<file path="config.mk">
export PLATFORM = sky130hd
export DESIGN_NAME = dataPath_flat
export DESIGN_NICKNAME = d
export VERILOG_FILES = /design/src/rtl/cpuPkg.sv /design/src/rtl/memBusIf.sv /design/src/rtl/registerFile.sv /design/src/rtl/aluUnit.sv /design/src/rtl/dataPath.sv /design/src/flat_wrapper.sv
export SDC_FILE = /design/constraint.sdc
export NUM_CORES = 2
export LEC_CHECK = 0
export BUFFER_PORTS_ARGS = -buffer_cell sky130_fd_sc_hd__buf_2
export CORE_ASPECT_RATIO = 0.8
export CORE_MARGIN = 8
export CORE_UTILIZATION = 62
export DETAILED_ROUTE_END_ITERATION = 16
export PLACE_DENSITY = 0.9
export SETUP_SLACK_MARGIN = 0.2
export SLEW_MARGIN = 10
export SYNTH_ARGS = -nofsm -noshare
export SYNTH_HDL_FRONTEND = slang
export SYNTH_SLANG_ARGS = --single-unit
</file>
<file path="constraint.sdc">
create_clock -name Clock -period 6.8 [get_ports Clock]
set_input_delay 0.34 -clock Clock [delete_from_list [all_inputs] [get_ports Clock]]
set_output_delay 0.34 -clock Clock [all_outputs]
set_load 0.01 [all_outputs]
</file>
<file path="src/rtl/cpuPkg.sv">
package cpuPkg;

    localparam int DataWidth   = 32;
    localparam int AddrWidth   = 9;
    localparam int MemDepth    = 512;
    localparam int RegCount    = 16;
    localparam int RegSelWidth = 4;
    localparam int OpcodeWidth = 5;

    // Instruction field positions
    localparam int OpMsb      = 31;
    localparam int RaMsb      = 26;
    localparam int RbMsb      = 22;
    localparam int RcMsb      = 18;
    localparam int CondMsb    = 20;  // CON condition in bits 20..19
    localparam int ConstWidth = 19;

    typedef enum logic [OpcodeWidth-1:0] {
        opAdd = 5'b00011,
        opAnd = 5'b01011,
        opOr  = 5'b01010,
        opInc = 5'b11111   // Never in an instruction, only selected by IncPC
    } aluOpT;

    typedef enum logic [1:0] {
        condZero     = 2'b00,
        condNonZero  = 2'b01,
        condPositive = 2'b10,
        condNegative = 2'b11
    } conCondT;

endpackage

</file>
<file path="src/rtl/memBusIf.sv">
interface memBusIf;

    logic [cpuPkg::AddrWidth-1:0] address;
    logic [cpuPkg::DataWidth-1:0] writeData;
    logic [cpuPkg::DataWidth-1:0] readData;
    logic                         read;
    logic                         write;
    logic                         enable;
    logic                         done;   // One-cycle pulse after each enable

    modport master (
        output address,
        output writeData,
        output read,
        output write,
        output enable,
        input  readData,
        input  done
    );

    modport slave (
        input  address,
        input  writeData,
        input  read,
        input  write,
        input  enable,
        output readData,
        output done
    );

endinterface

</file>
<file path="src/rtl/registerFile.sv">
module registerFile (
    input  logic                         Clock,
    input  logic                         rst,
    input  logic [cpuPkg::DataWidth-1:0] ir,
    input  logic                         gra,
    input  logic                         grb,
    input  logic                         grc,
    input  logic                         rin,
    input  logic                         baOut,
    input  logic [cpuPkg::DataWidth-1:0] busIn,
    output logic [cpuPkg::DataWidth-1:0] regOut
);

    logic [cpuPkg::DataWidth-1:0]   regs [cpuPkg::RegCount];
    logic [cpuPkg::RegSelWidth-1:0] regSel;

    // Select decode from the IR fields
    always_comb begin
        if (gra) begin
            regSel = ir[cpuPkg::RaMsb -: cpuPkg::RegSelWidth];
        end else if (grb) begin
            regSel = ir[cpuPkg::RbMsb -: cpuPkg::RegSelWidth];
        end else if (grc) begin
            regSel = ir[cpuPkg::RcMsb -: cpuPkg::RegSelWidth];
        end else begin
            regSel = '0;
        end
    end

    always_ff @(posedge Clock) begin
        if (rst) begin
            for (int i = 0; i < cpuPkg::RegCount; i++) begin
                regs[i] <= '0;
            end
        end else if (rin) begin
            regs[regSel] <= busIn;
        end
    end

    // Base address rule: r0 reads as zero only under BAout
    always_comb begin
        if (baOut && (regSel == '0)) begin
            regOut = '0;
        end else begin
            regOut = regs[regSel];
        end
    end

endmodule

</file>
<file path="src/rtl/aluUnit.sv">
module aluUnit (
    input  logic                         Clock,
    input  logic                         rst,
    input  logic [cpuPkg::DataWidth-1:0] busIn,
    input  logic                         yin,
    input  logic                         zin,
    input  cpuPkg::aluOpT                opcode,
    input  logic                         incPc,
    output logic [cpuPkg::DataWidth-1:0] zHi,
    output logic [cpuPkg::DataWidth-1:0] zLo
);

    logic [cpuPkg::DataWidth-1:0]   yReg;
    logic [2*cpuPkg::DataWidth-1:0] zReg;
    logic [2*cpuPkg::DataWidth-1:0] result;
    logic [cpuPkg::DataWidth:0]     sum;
    cpuPkg::aluOpT                  aluOp;

    assign aluOp = incPc ? cpuPkg::opInc : opcode;  // IncPC overrides the opcode
    assign sum   = {1'b0, yReg} + {1'b0, busIn};

    always_comb begin
        result = '0;
        case (aluOp)
            cpuPkg::opAdd: begin
                result = {{(cpuPkg::DataWidth-1){1'b0}}, sum};  // Carry lands in Z high
            end
            cpuPkg::opAnd: begin
                result[cpuPkg::DataWidth-1:0] = yReg & busIn;
            end
            cpuPkg::opOr: begin
                result[cpuPkg::DataWidth-1:0] = yReg | busIn;
            end
            cpuPkg::opInc: begin
                result[cpuPkg::DataWidth-1:0] = busIn + 1'b1;  // PC step
            end
            default: begin
                result = '0;
            end
        endcase
    end

    always_ff @(posedge Clock) begin
        if (rst) begin
            yReg <= '0;
            zReg <= '0;
        end else begin
            if (yin) begin
                yReg <= busIn;
            end
            if (zin) begin
                zReg <= result;
            end
        end
    end

    assign zHi = zReg[2*cpuPkg::DataWidth-1:cpuPkg::DataWidth];
    assign zLo = zReg[cpuPkg::DataWidth-1:0];

endmodule

</file>
<file path="src/rtl/dataPath.sv">
module dataPath (
    input  logic                         Clock,
    input  logic                         rst,
    memBusIf.master                      mem,
    input  logic                         hiOut,
    input  logic                         loOut,
    input  logic                         zHiOut,
    input  logic                         zLoOut,
    input  logic                         pcOut,
    input  logic                         mdrOut,
    input  logic                         inportOut,
    input  logic                         cOut,
    input  logic                         marIn,
    input  logic                         zIn,
    input  logic                         pcIn,
    input  logic                         mdrIn,
    input  logic                         irIn,
    input  logic                         yIn,
    input  logic                         hiIn,
    input  logic                         loIn,
    input  logic                         conIn,
    input  logic                         outportIn,
    input  cpuPkg::aluOpT                opcode,
    input  logic                         incPc,
    input  logic                         gra,
    input  logic                         grb,
    input  logic                         grc,
    input  logic                         rin,
    input  logic                         rout,
    input  logic                         baOut,
    input  logic                         memRead,
    input  logic                         memWrite,
    input  logic                         memEnable,
    input  logic [cpuPkg::DataWidth-1:0] inportData,
    input  logic                         inportDataReady,
    output logic [cpuPkg::DataWidth-1:0] outportData,
    output logic                         conFfBit,
    output logic [cpuPkg::AddrWidth-1:0] marAddress
);

    logic [cpuPkg::DataWidth-1:0] busData;
    logic [cpuPkg::DataWidth-1:0] pcReg, mdrReg, irReg, hiReg, loReg;
    logic [cpuPkg::DataWidth-1:0] inportReg, outportReg;
    logic [cpuPkg::AddrWidth-1:0] marReg;
    logic [cpuPkg::DataWidth-1:0] regOut, zHi, zLo, cValue;
    cpuPkg::conCondT              cond;
    logic                         condMet;

    registerFile regFile (
        .Clock (Clock),
        .rst   (rst),
        .ir    (irReg),
        .gra   (gra),
        .grb   (grb),
        .grc   (grc),
        .rin   (rin),
        .baOut (baOut),
        .busIn (busData),
        .regOut(regOut)
    );

    aluUnit alu (
        .Clock (Clock),
        .rst   (rst),
        .busIn (busData),
        .yin   (yIn),
        .zin   (zIn),
        .opcode(opcode),
        .incPc (incPc),
        .zHi   (zHi),
        .zLo   (zLo)
    );

    // Sign-extended constant field
    assign cValue = {{(cpuPkg::DataWidth-cpuPkg::ConstWidth){irReg[cpuPkg::ConstWidth-1]}},
                     irReg[cpuPkg::ConstWidth-1:0]};

    // Shared bus, one source at a time
    always_comb begin
        busData = '0;
        if (hiOut) begin
            busData = hiReg;
        end else if (loOut) begin
            busData = loReg;
        end else if (zHiOut) begin
            busData = zHi;
        end else if (zLoOut) begin
            busData = zLo;
        end else if (pcOut) begin
            busData = pcReg;
        end else if (mdrOut) begin
            busData = mdrReg;
        end else if (inportOut) begin
            busData = inportReg;
        end else if (cOut) begin
            busData = cValue;
        end else if (rout || baOut) begin
            busData = regOut;
        end
    end

    // Branch condition on the value driven by Ra
    assign cond = cpuPkg::conCondT'(irReg[cpuPkg::CondMsb -: 2]);

    always_comb begin
        case (cond)
            cpuPkg::condZero:     condMet = (busData == '0);
            cpuPkg::condNonZero:  condMet = (busData != '0);
            cpuPkg::condPositive: condMet = !busData[cpuPkg::DataWidth-1] && (busData != '0);
            default:              condMet = busData[cpuPkg::DataWidth-1];  // Negative
        endcase
    end

    always_ff @(posedge Clock) begin
        if (rst) begin
            pcReg      <= '0;
            marReg     <= '0;
            mdrReg     <= '0;
            irReg      <= '0;
            hiReg      <= '0;
            loReg      <= '0;
            inportReg  <= '0;
            outportReg <= '0;
            conFfBit   <= 1'b0;
        end else begin
            if (pcIn)            pcReg      <= busData;
            if (marIn)           marReg     <= busData[cpuPkg::AddrWidth-1:0];
            if (irIn)            irReg      <= busData;
            if (hiIn)            hiReg      <= busData;
            if (loIn)            loReg      <= busData;
            if (outportIn)       outportReg <= busData;
            if (inportDataReady) inportReg  <= inportData;
            if (conIn)           conFfBit   <= condMet;
            if (mdrIn) begin
                mdrReg <= memRead ? mem.readData : busData;  // Memory word or bus
            end
        end
    end

    assign mem.address   = marReg;
    assign mem.writeData = mdrReg;
    assign mem.read      = memRead;
    assign mem.write     = memWrite;
    assign mem.enable    = memEnable;

    assign outportData = outportReg;
    assign marAddress  = marReg;

endmodule

</file>
<file path="src/flat_wrapper.sv">
// flat-port wrapper written by rule: the top's interface ports become plain ports
module dataPath_flat 
  (Clock, rst, hiOut, loOut, zHiOut, zLoOut, pcOut, mdrOut, inportOut, cOut, marIn, zIn, pcIn, mdrIn, irIn, yIn, hiIn, loIn, conIn, outportIn, opcode, incPc, gra, grb, grc, rin, rout, baOut, memRead, memWrite, memEnable, inportData, inportDataReady, outportData, conFfBit, marAddress, mem_address, mem_writeData, mem_read, mem_write, mem_enable, mem_readData, mem_done);
  memBusIf mem_i ();
  input  logic Clock;
  input  logic rst;
  input  logic hiOut;
  input  logic loOut;
  input  logic zHiOut;
  input  logic zLoOut;
  input  logic pcOut;
  input  logic mdrOut;
  input  logic inportOut;
  input  logic cOut;
  input  logic marIn;
  input  logic zIn;
  input  logic pcIn;
  input  logic mdrIn;
  input  logic irIn;
  input  logic yIn;
  input  logic hiIn;
  input  logic loIn;
  input  logic conIn;
  input  logic outportIn;
  input  cpuPkg::aluOpT opcode;
  input  logic incPc;
  input  logic gra;
  input  logic grb;
  input  logic grc;
  input  logic rin;
  input  logic rout;
  input  logic baOut;
  input  logic memRead;
  input  logic memWrite;
  input  logic memEnable;
  input  logic [cpuPkg::DataWidth-1:0] inportData;
  input  logic inportDataReady;
  output logic [cpuPkg::DataWidth-1:0] outportData;
  output logic conFfBit;
  output logic [cpuPkg::AddrWidth-1:0] marAddress;
  output wire logic [$bits(mem_i.address)-1:0] mem_address;
  output wire logic [$bits(mem_i.writeData)-1:0] mem_writeData;
  output wire logic [$bits(mem_i.read)-1:0] mem_read;
  output wire logic [$bits(mem_i.write)-1:0] mem_write;
  output wire logic [$bits(mem_i.enable)-1:0] mem_enable;
  input wire logic [$bits(mem_i.readData)-1:0] mem_readData;
  input wire logic [$bits(mem_i.done)-1:0] mem_done;
  assign mem_address = mem_i.address;
  assign mem_writeData = mem_i.writeData;
  assign mem_read = mem_i.read;
  assign mem_write = mem_i.write;
  assign mem_enable = mem_i.enable;
  assign mem_i.readData = mem_readData;
  assign mem_i.done = mem_done;
  dataPath u_core (.Clock(Clock), .rst(rst), .mem(mem_i), .hiOut(hiOut), .loOut(loOut), .zHiOut(zHiOut), .zLoOut(zLoOut), .pcOut(pcOut), .mdrOut(mdrOut), .inportOut(inportOut), .cOut(cOut), .marIn(marIn), .zIn(zIn), .pcIn(pcIn), .mdrIn(mdrIn), .irIn(irIn), .yIn(yIn), .hiIn(hiIn), .loIn(loIn), .conIn(conIn), .outportIn(outportIn), .opcode(opcode), .incPc(incPc), .gra(gra), .grb(grb), .grc(grc), .rin(rin), .rout(rout), .baOut(baOut), .memRead(memRead), .memWrite(memWrite), .memEnable(memEnable), .inportData(inportData), .inportDataReady(inportDataReady), .outportData(outportData), .conFfBit(conFfBit), .marAddress(marAddress));
endmodule
</file>
Word level (Yosys, flattened, before mapping)
Memories as Yosys holds them, arrays and structs flattened.
Cells that the tools add are included.
- bits in registers: 325
- logic and storage cells: 57
- output and inout port bits: 86
- bits in writable memories: 512
- memories kept: 1
- input port bits: 101
- muxes and demuxes: 26
- add/sub/neg operators: 2
- bitwise logic cells: 2
- reductions and logical operators: 9
- equal/unequal tests: 6
- memory list (name ; depth ; width ; read ports ; clocked after memory_dff ; wr ports ; RTL line ; text):
    u_core.regFile.regs ; 16 ; 32 ; 1 ; 0 ; 16 ; registerFile.sv:14 ; logic [cpuPkg::DataWidth-1:0] regs [cpuPkg::RegCount];
- operators with widths (operator ; number):
    two-way mux 32 bit ; 12
    one-hot mux 32 bit (4 select lines) ; 1
    adder 32 x 32 -> 33 bit ; 1
    adder 32 x 1 -> 32 bit, second input constant ; 1
    bitwise AND 32 bit ; 1
    zero test 32 bit ; 1
    OR 32 bit ; 1
    nonzero test 32 bit ; 1
    OR reduction 32 bit ; 1
    two-way mux 4 bit ; 4
    == test 5 x 4 -> 1 bit, second input constant ; 2
    two-way mux 1 bit ; 7
    == test 5 x 2 -> 1 bit, second input constant ; 1
    == test 5 bit, second input constant ; 1
    two-way mux 5 bit ; 1
    zero test 4 bit ; 1
    one-hot mux 1 bit (3 select lines) ; 1
    == test 2 x 1 -> 1 bit, second input constant ; 1
    == test 2 bit, second input constant ; 1
    logical AND 1 bit ; 2
    zero test 2 bit ; 1
    zero test 1 bit ; 1
    logical OR 1 bit ; 1

Longest topological paths before layout
- depth after elaboration: 18
- gate-level depth with buffers: 27

Hierarchy
Synthesis repeated with hierarchy kept, for this count alone.
- cell total of the unflattened synthesis: 3905
- area, all modules: 41137.0 um^2
- by module, submodules not included (module ; area an instance (um^2) ; cells each ; instances):
    registerFile ; 23715.2 ; 1750 ; 1
    dataPath ; 11129.4 ; 1315 ; 1
    aluUnit ; 6292.3 ; 840 ; 1

Worst setup path after synthesis
Ideal clock, no wire load.
- kind: input to register
- from: in grb
- to: reg u_core.alu.zReg[31] (netlist name)
- path slack: 1.216 ns
- data arrival time: 5.447 ns
- stages: 21
- path buffers: 2
- data required time: 6.662 ns
- path through: a21oi_1 > a21oi_4 > nor4_1 > a211oi_1 > nand2b_1 > o32a_1 > clkbuf_1 > buf_1 > ha_1 > a21o_1 > a21o_1 > a211oi_1 > nor3_1 > a221oi_1 > o21ai_0 > a31oi_1 > o211ai_1 > o211a_1 > a41o_1 > nor4_1 > a221oi_2
- word-level cells in the longest chain between the ends: 16
- elaborated cells on any way between the ends: 20
- ends and longest elaborated chain (element ; RTL line ; text):
    start, declared ; flat_wrapper.sv:28 ; input logic grb;
    two-way mux 4 bit * ; registerFile.sv:21 ; end else if (grb) begin
    two-way mux 4 bit * ; registerFile.sv:19 ; if (gra) begin
    parallel branches: the longest is 2 deep, another holds memory (16 x 32 bit) ; n/a ;
    two-way mux 32 bit * ; registerFile.sv:42 ; if (baOut && (regSel == '0)) begin
    two-way mux 32 bit * ; dataPath.sv:97 ; end else if (rout || baOut) begin
    two-way mux 32 bit * ; dataPath.sv:95 ; end else if (cOut) begin
    two-way mux 32 bit * ; dataPath.sv:93 ; end else if (inportOut) begin
    two-way mux 32 bit * ; dataPath.sv:91 ; end else if (mdrOut) begin
    two-way mux 32 bit * ; dataPath.sv:89 ; end else if (pcOut) begin
    two-way mux 32 bit * ; dataPath.sv:87 ; end else if (zLoOut) begin
    two-way mux 32 bit * ; dataPath.sv:85 ; end else if (zHiOut) begin
    two-way mux 32 bit * ; dataPath.sv:83 ; end else if (loOut) begin
    two-way mux 32 bit * ; dataPath.sv:81 ; if (hiOut) begin
    adder 32 x 1 -> 32 bit (tied with other cells) ; aluUnit.sv:35 ; result[cpuPkg::DataWidth-1:0] = busIn + 1'b1;
    one-hot mux 32 bit (4 select lines) * ; aluUnit.sv:24 ; case (aluOp)
    end signal, assigned ; aluUnit.sv:52 ; zReg <= result;
    end, declared ; aluUnit.sv:14 ; logic [2*cpuPkg::DataWidth-1:0] zReg;
Mark *: on every way between the ends.
A chain may end at the register's enable or synchronous reset.

Final worst setup path
- from: reg u_core.irReg[20] (netlist name)
- to: reg u_core.alu.zReg[28] (netlist name)
- word-level cells in the longest chain between the ends: 16
- elaborated cells on any way between the ends: 20
- ends and longest elaborated chain (element ; RTL line ; text):
    start, declared ; dataPath.sv:42 ; logic [cpuPkg::DataWidth-1:0] pcReg, mdrReg, irReg, hiReg, loReg;
    start signal, assigned ; dataPath.sv:128 ; if (irIn) irReg <= busData;
    two-way mux 4 bit * ; registerFile.sv:21 ;
    two-way mux 4 bit * ; registerFile.sv:19 ;
    parallel branches: the longest is 2 deep, another holds memory (16 x 32 bit) ; n/a ;
    two-way mux 32 bit * ; registerFile.sv:42 ;
    two-way mux 32 bit * ; dataPath.sv:97 ;
    two-way mux 32 bit * ; dataPath.sv:95 ;
    two-way mux 32 bit * ; dataPath.sv:93 ;
    two-way mux 32 bit * ; dataPath.sv:91 ;
    two-way mux 32 bit * ; dataPath.sv:89 ;
    two-way mux 32 bit * ; dataPath.sv:87 ;
    two-way mux 32 bit * ; dataPath.sv:85 ;
    two-way mux 32 bit * ; dataPath.sv:83 ;
    two-way mux 32 bit * ; dataPath.sv:81 ;
    named net u_core.alu.busIn (one bit) ; aluUnit.sv:4 ; input logic [cpuPkg::DataWidth-1:0] busIn,
    adder 32 x 1 -> 32 bit or adder 32 x 32 -> 33 bit (tied branches) ; aluUnit.sv:35, aluUnit.sv:20 ;
    one-hot mux 32 bit (4 select lines) * ; aluUnit.sv:24 ;
Mark *: on every way through the listed nets, which the timed path passes.

==> flow_metrics.tcl <==
set metrics [dict create \
    drc 0 \
    finalClockSkew_ns 0.03881 \
    status "finished, violations left" \
    post-synth-top-area-cell "edfxtp_1" \
    final_max_slew_viol_count 0 \
    rr_startpoint "u_core.irReg[20]$_SDFFE_PP0P_" \
    yosys.area_share.simple 0.1789 \
    yosysUniqueCellTypes 85 \
    yosys.area_share.adder 0.02186 \
    ant_nets 0 \
    core_area_um2 62170 \
    worst_hold_path_type "primary input to flip-flop" \
    ys.flop_type "edfxtp_1" \
    whs_ns -0.002310 \
    startpoint "u_core.irReg[20]$_SDFFE_PP0P_" \
    die_area_um2 70690 \
    ys_top_cells_by_count "886 x nor2_1, 512 x edfxtp_1, 457 x nand2_1" \
    cp_cell_sequence "a21oi_1 -> a21o_2 -> buf_4 -> nor2_1 -> nand3_1 -> a31oi_1 -> o32a_1 -> inv_1 -> ha_1 -> a21oi_1 -> a21oi_1 -> o211ai_1 -> a211oi_1 -> o31ai_1 -> a21oi_1 -> o21a_1 -> o22ai_1 -> xnor2_1 -> a221oi_1 -> a211o_1 -> o31ai_1" \
    min_period_ns 6.365 \
    clockBufferDepth 3 \
    p_clk_frac 0.383 \
    crit_path_end "u_core.alu.zReg[28]$_SDFFE_PP0P_" \
    start_util 0.6222 \
    area_growth_pct 11.96 \
    rsz0062_at_grt "no" \
    synth_top_family_by_area "simple AND/OR/NAND/NOR gates" \
    io_buffers 181 \
    grt_antenna_before_repair 8 \
    slowest_delay_ns 0.71 \
    synth_compound_area_frac 0.1421 \
    pin_count 187 \
    criticalPathCategory "flip-flop to flip-flop" \
    rrSetupSlack_ns 0.44 \
    syn_inst 4025 \
    dp_hpwl_um 79590 \
    worst_setup_path_start_kind "flip-flop" \
    arrival_ns 6.93 \
    p_per_area_nw_per_um2 269.4 \
    p_sw_uw 3235 \
    gp_congestion 1.007 \
    yosys.area.top_type_share 0.3975 \
    ys_seq_area_frac 0.5496 \
    wirelength_um 128000 \
    vias_per_cell 6.795 \
    synth_area_per_cell_um2 9.611 \
    synth_nets 4193 \
    ys_warn_count 0 \
    ir_worst_vdd_v 0.0002723 \
    insertion_delay_ns 0.67 \
    synth_xor_area_frac 0.01041 \
    grt_max_degree 130 \
    cts_root_buf "clkbuf_16" \
    nets 4257 \
    overflow 0 \
    setup_tns_ns 0 \
    internal-power_uw 8433 \
    cts.reportedPaths.clkPinSlew_ns 0.07 \
    cts_buffers 77 \
    required_ns 7.36 \
    htreeDepth 3 \
    grt.total_usage 0.3490 \
    drive_gt1_frac 0.1171 \
    ys_top_cells_by_area "edfxtp_1 40%, dfxtp_1 15%, nor2_1 8.6%, mux2i_1 4.8%, nand2_1 4.4%" \
    grt_pass1_wl_um 190500 \
    total_power_uw 11670 \
    r2r-end "u_core.alu.zReg[28]$_SDFFE_PP0P_" \
    fin_crit_sh 0.9360 \
    max-slew-margin-rel 0.2019 \
    violations "hold timing" \
    comb_power_share 0.142 \
    first_global_vias 32370 \
    setup_violations 0 \
    die_w_um 295.3 \
    synth-async-reset-ratio 0 \
    hold_violations 1 \
    vias 33950 \
    power_frac_seq 0.475 \
    cpMostUsedCell "a21oi_1" \
    synth_edf_count 512 \
    cts_sinks 806 \
    swShare 0.2772 \
    fin_area_um2 43310 \
    cts_tree "yes" \
    reg2reg_depth 21 \
    max_cap_viol_count 0 \
    placed_area_um2 40330 \
    crit_slowest_cell "o31ai_1" \
    wire_per_inst_um 25.61 \
    leakage_uw 0.01667 \
    dr.pass1.iters 9 \
    fp.dieH_um 239.4 \
    syn_area_um2 38680 \
    worstMarginPinSlew_ns 1.197 \
    end_kind "flip-flop" \
    critPathMaxFanout 15 \
    row_count 82 \
    synth.area.mux_share 0.04819 \
    drt_iter0_drc 6085 \
    fmax_ghz 0.1571 \
    synth-seq-cells 806 \
    yosysMostFrequentCell "nor2_1" \
]
-- per-stage QoR --
stage               cells  setup slack [ns]  utilization
finish               4996            0.4353       0.6966
global placement     4811            0.5215       0.6487
global route         4993            0.3866       0.6965
detailed placement   4811            0.4781       0.6487
floorplan            4025             1.216            -
CTS                  4983            0.4366       0.6950
-- timing repair --
| action | in CTS | in global routing |
|---|---|---|
| endpoints found under the hold margin | 30 | 0 |
| hold buffers | 30 | 0 |
| setup endpoints to repair | 0 | 3 |
| gates resized for setup | 0 | 1 |
| setup buffers | 0 | 9 |
-- registers in the layout (all words and copies together) (netlist names) --
signal,flops
u_core.regFile.regs,512
u_core.alu.zReg,33
u_core.alu.yReg,32
u_core.hiReg,32
u_core.inportReg,32
u_core.loReg,32
u_core.mem.writeData,32
u_core.outportData,32
u_core.pcReg,32
u_core.irReg,27
u_core.marAddress,9
u_core.conFfBit,1
-- how the worst min path moves through the flow --
stage	startpoint	to	slack, ns	cells after the start
2_1_floorplan	u_core.alu.zReg[7]$_SDFFE_PP0P_	u_core.alu.zReg[7]$_SDFFE_PP0P_	0.44	2
6_report	inportData[26]	u_core.inportReg[26]$_SDFFE_PP0P_	-0.002	3
5_1_grt	inportData[26]	u_core.inportReg[26]$_SDFFE_PP0P_	0.03	3
3_5_place_dp	u_core.alu.zReg[4]$_SDFFE_PP0P_	u_core.alu.zReg[4]$_SDFFE_PP0P_	0.46	2
4_1_cts	conIn	u_core.conFfBit$_SDFFE_PP0P_	0.02	3
3_3_place_gp	u_core.alu.zReg[4]$_SDFFE_PP0P_	u_core.alu.zReg[4]$_SDFFE_PP0P_	0.45	2
-- per-layer routing --
metal / global-route usage / wire length, um / vias up
met5: 0 / 82 / -
met4: 0.1956 / 8590 / 12
met3: 0.09669 / 19870 / 690
met2: 0.5356 / 56410 / 3142
met1: 0.4460 / 43010 / 15730
li1: - / - / 14370
-- kinds of logic after synthesis --
kind of cell               count (synthesis)
adders and majority gates                 67
muxes                                    186
xor gates and xnor gates                  46
AOI/OAI and AO/OA                        797
buffers and inverters                    466
DFF                                      806
and+or+nand+nor                         1657
-- layout by cell type (no fill, tap or decap), drive strengths merged, types with 10 or more instances in the layout --
master / n
buf: 328
o211ai: 16
a221oi: 32
nor3: 33
clkbuf: 96
a221o: 10
nor3b: 13
nand2b: 19
nor2b: 12
dlygate4sd3: 30
edfxtp: 512
o21ai: 122
nand2: 457
o31a: 10
a21oi: 154
xnor2: 37
a31oi: 39
o221ai: 12
o2bb2ai: 10
o22ai: 19
a22oi: 52
mux2i: 184
inv: 97
a211oi: 207
nor2: 886
a2111oi: 12
ha: 66
a21o: 30
dfxtp: 294
nand3: 130
nand3b: 10
clkinv: 30
nand4: 30
and3: 22
-- power groups by stage --
stage          clock network, uW  logic [uW]  registers, uW
2_1_floorplan                  0         991           5620
3_3_place_gp                   0        1500           5620
3_5_place_dp                   0        1540           5640
4_1_cts                     4430        1580           5530
5_1_grt                     4630        1730           5560
6_report                    4470        1660           5540
-- critical path, delay by kind of cell (launching register included) --
family / cells / cell delay [ns]
AND/OR/NAND/NOR: 2 / 0.75
adder cells (fa/ha/maj): 1 / 0.31
XOR/XNOR: 1 / 0.17
buffers and inverters: 2 / 0.34
flip-flops: 1 / 0.44
AO/OA/AOI/OAI: 15 / 4.25
-- layout make-up --
cell class,instances,area (um^2)
flip-flops and latches,806,21260
clock inverters,46,525.5
clock buffers,96,2049
repair buffers,358,2360
multi-input cells,2753,15700
well taps,840,1051
inverters,93,349.1
fillers,4214,18870
diodes,4,10.01
Power figures use the tool's default switching activity.
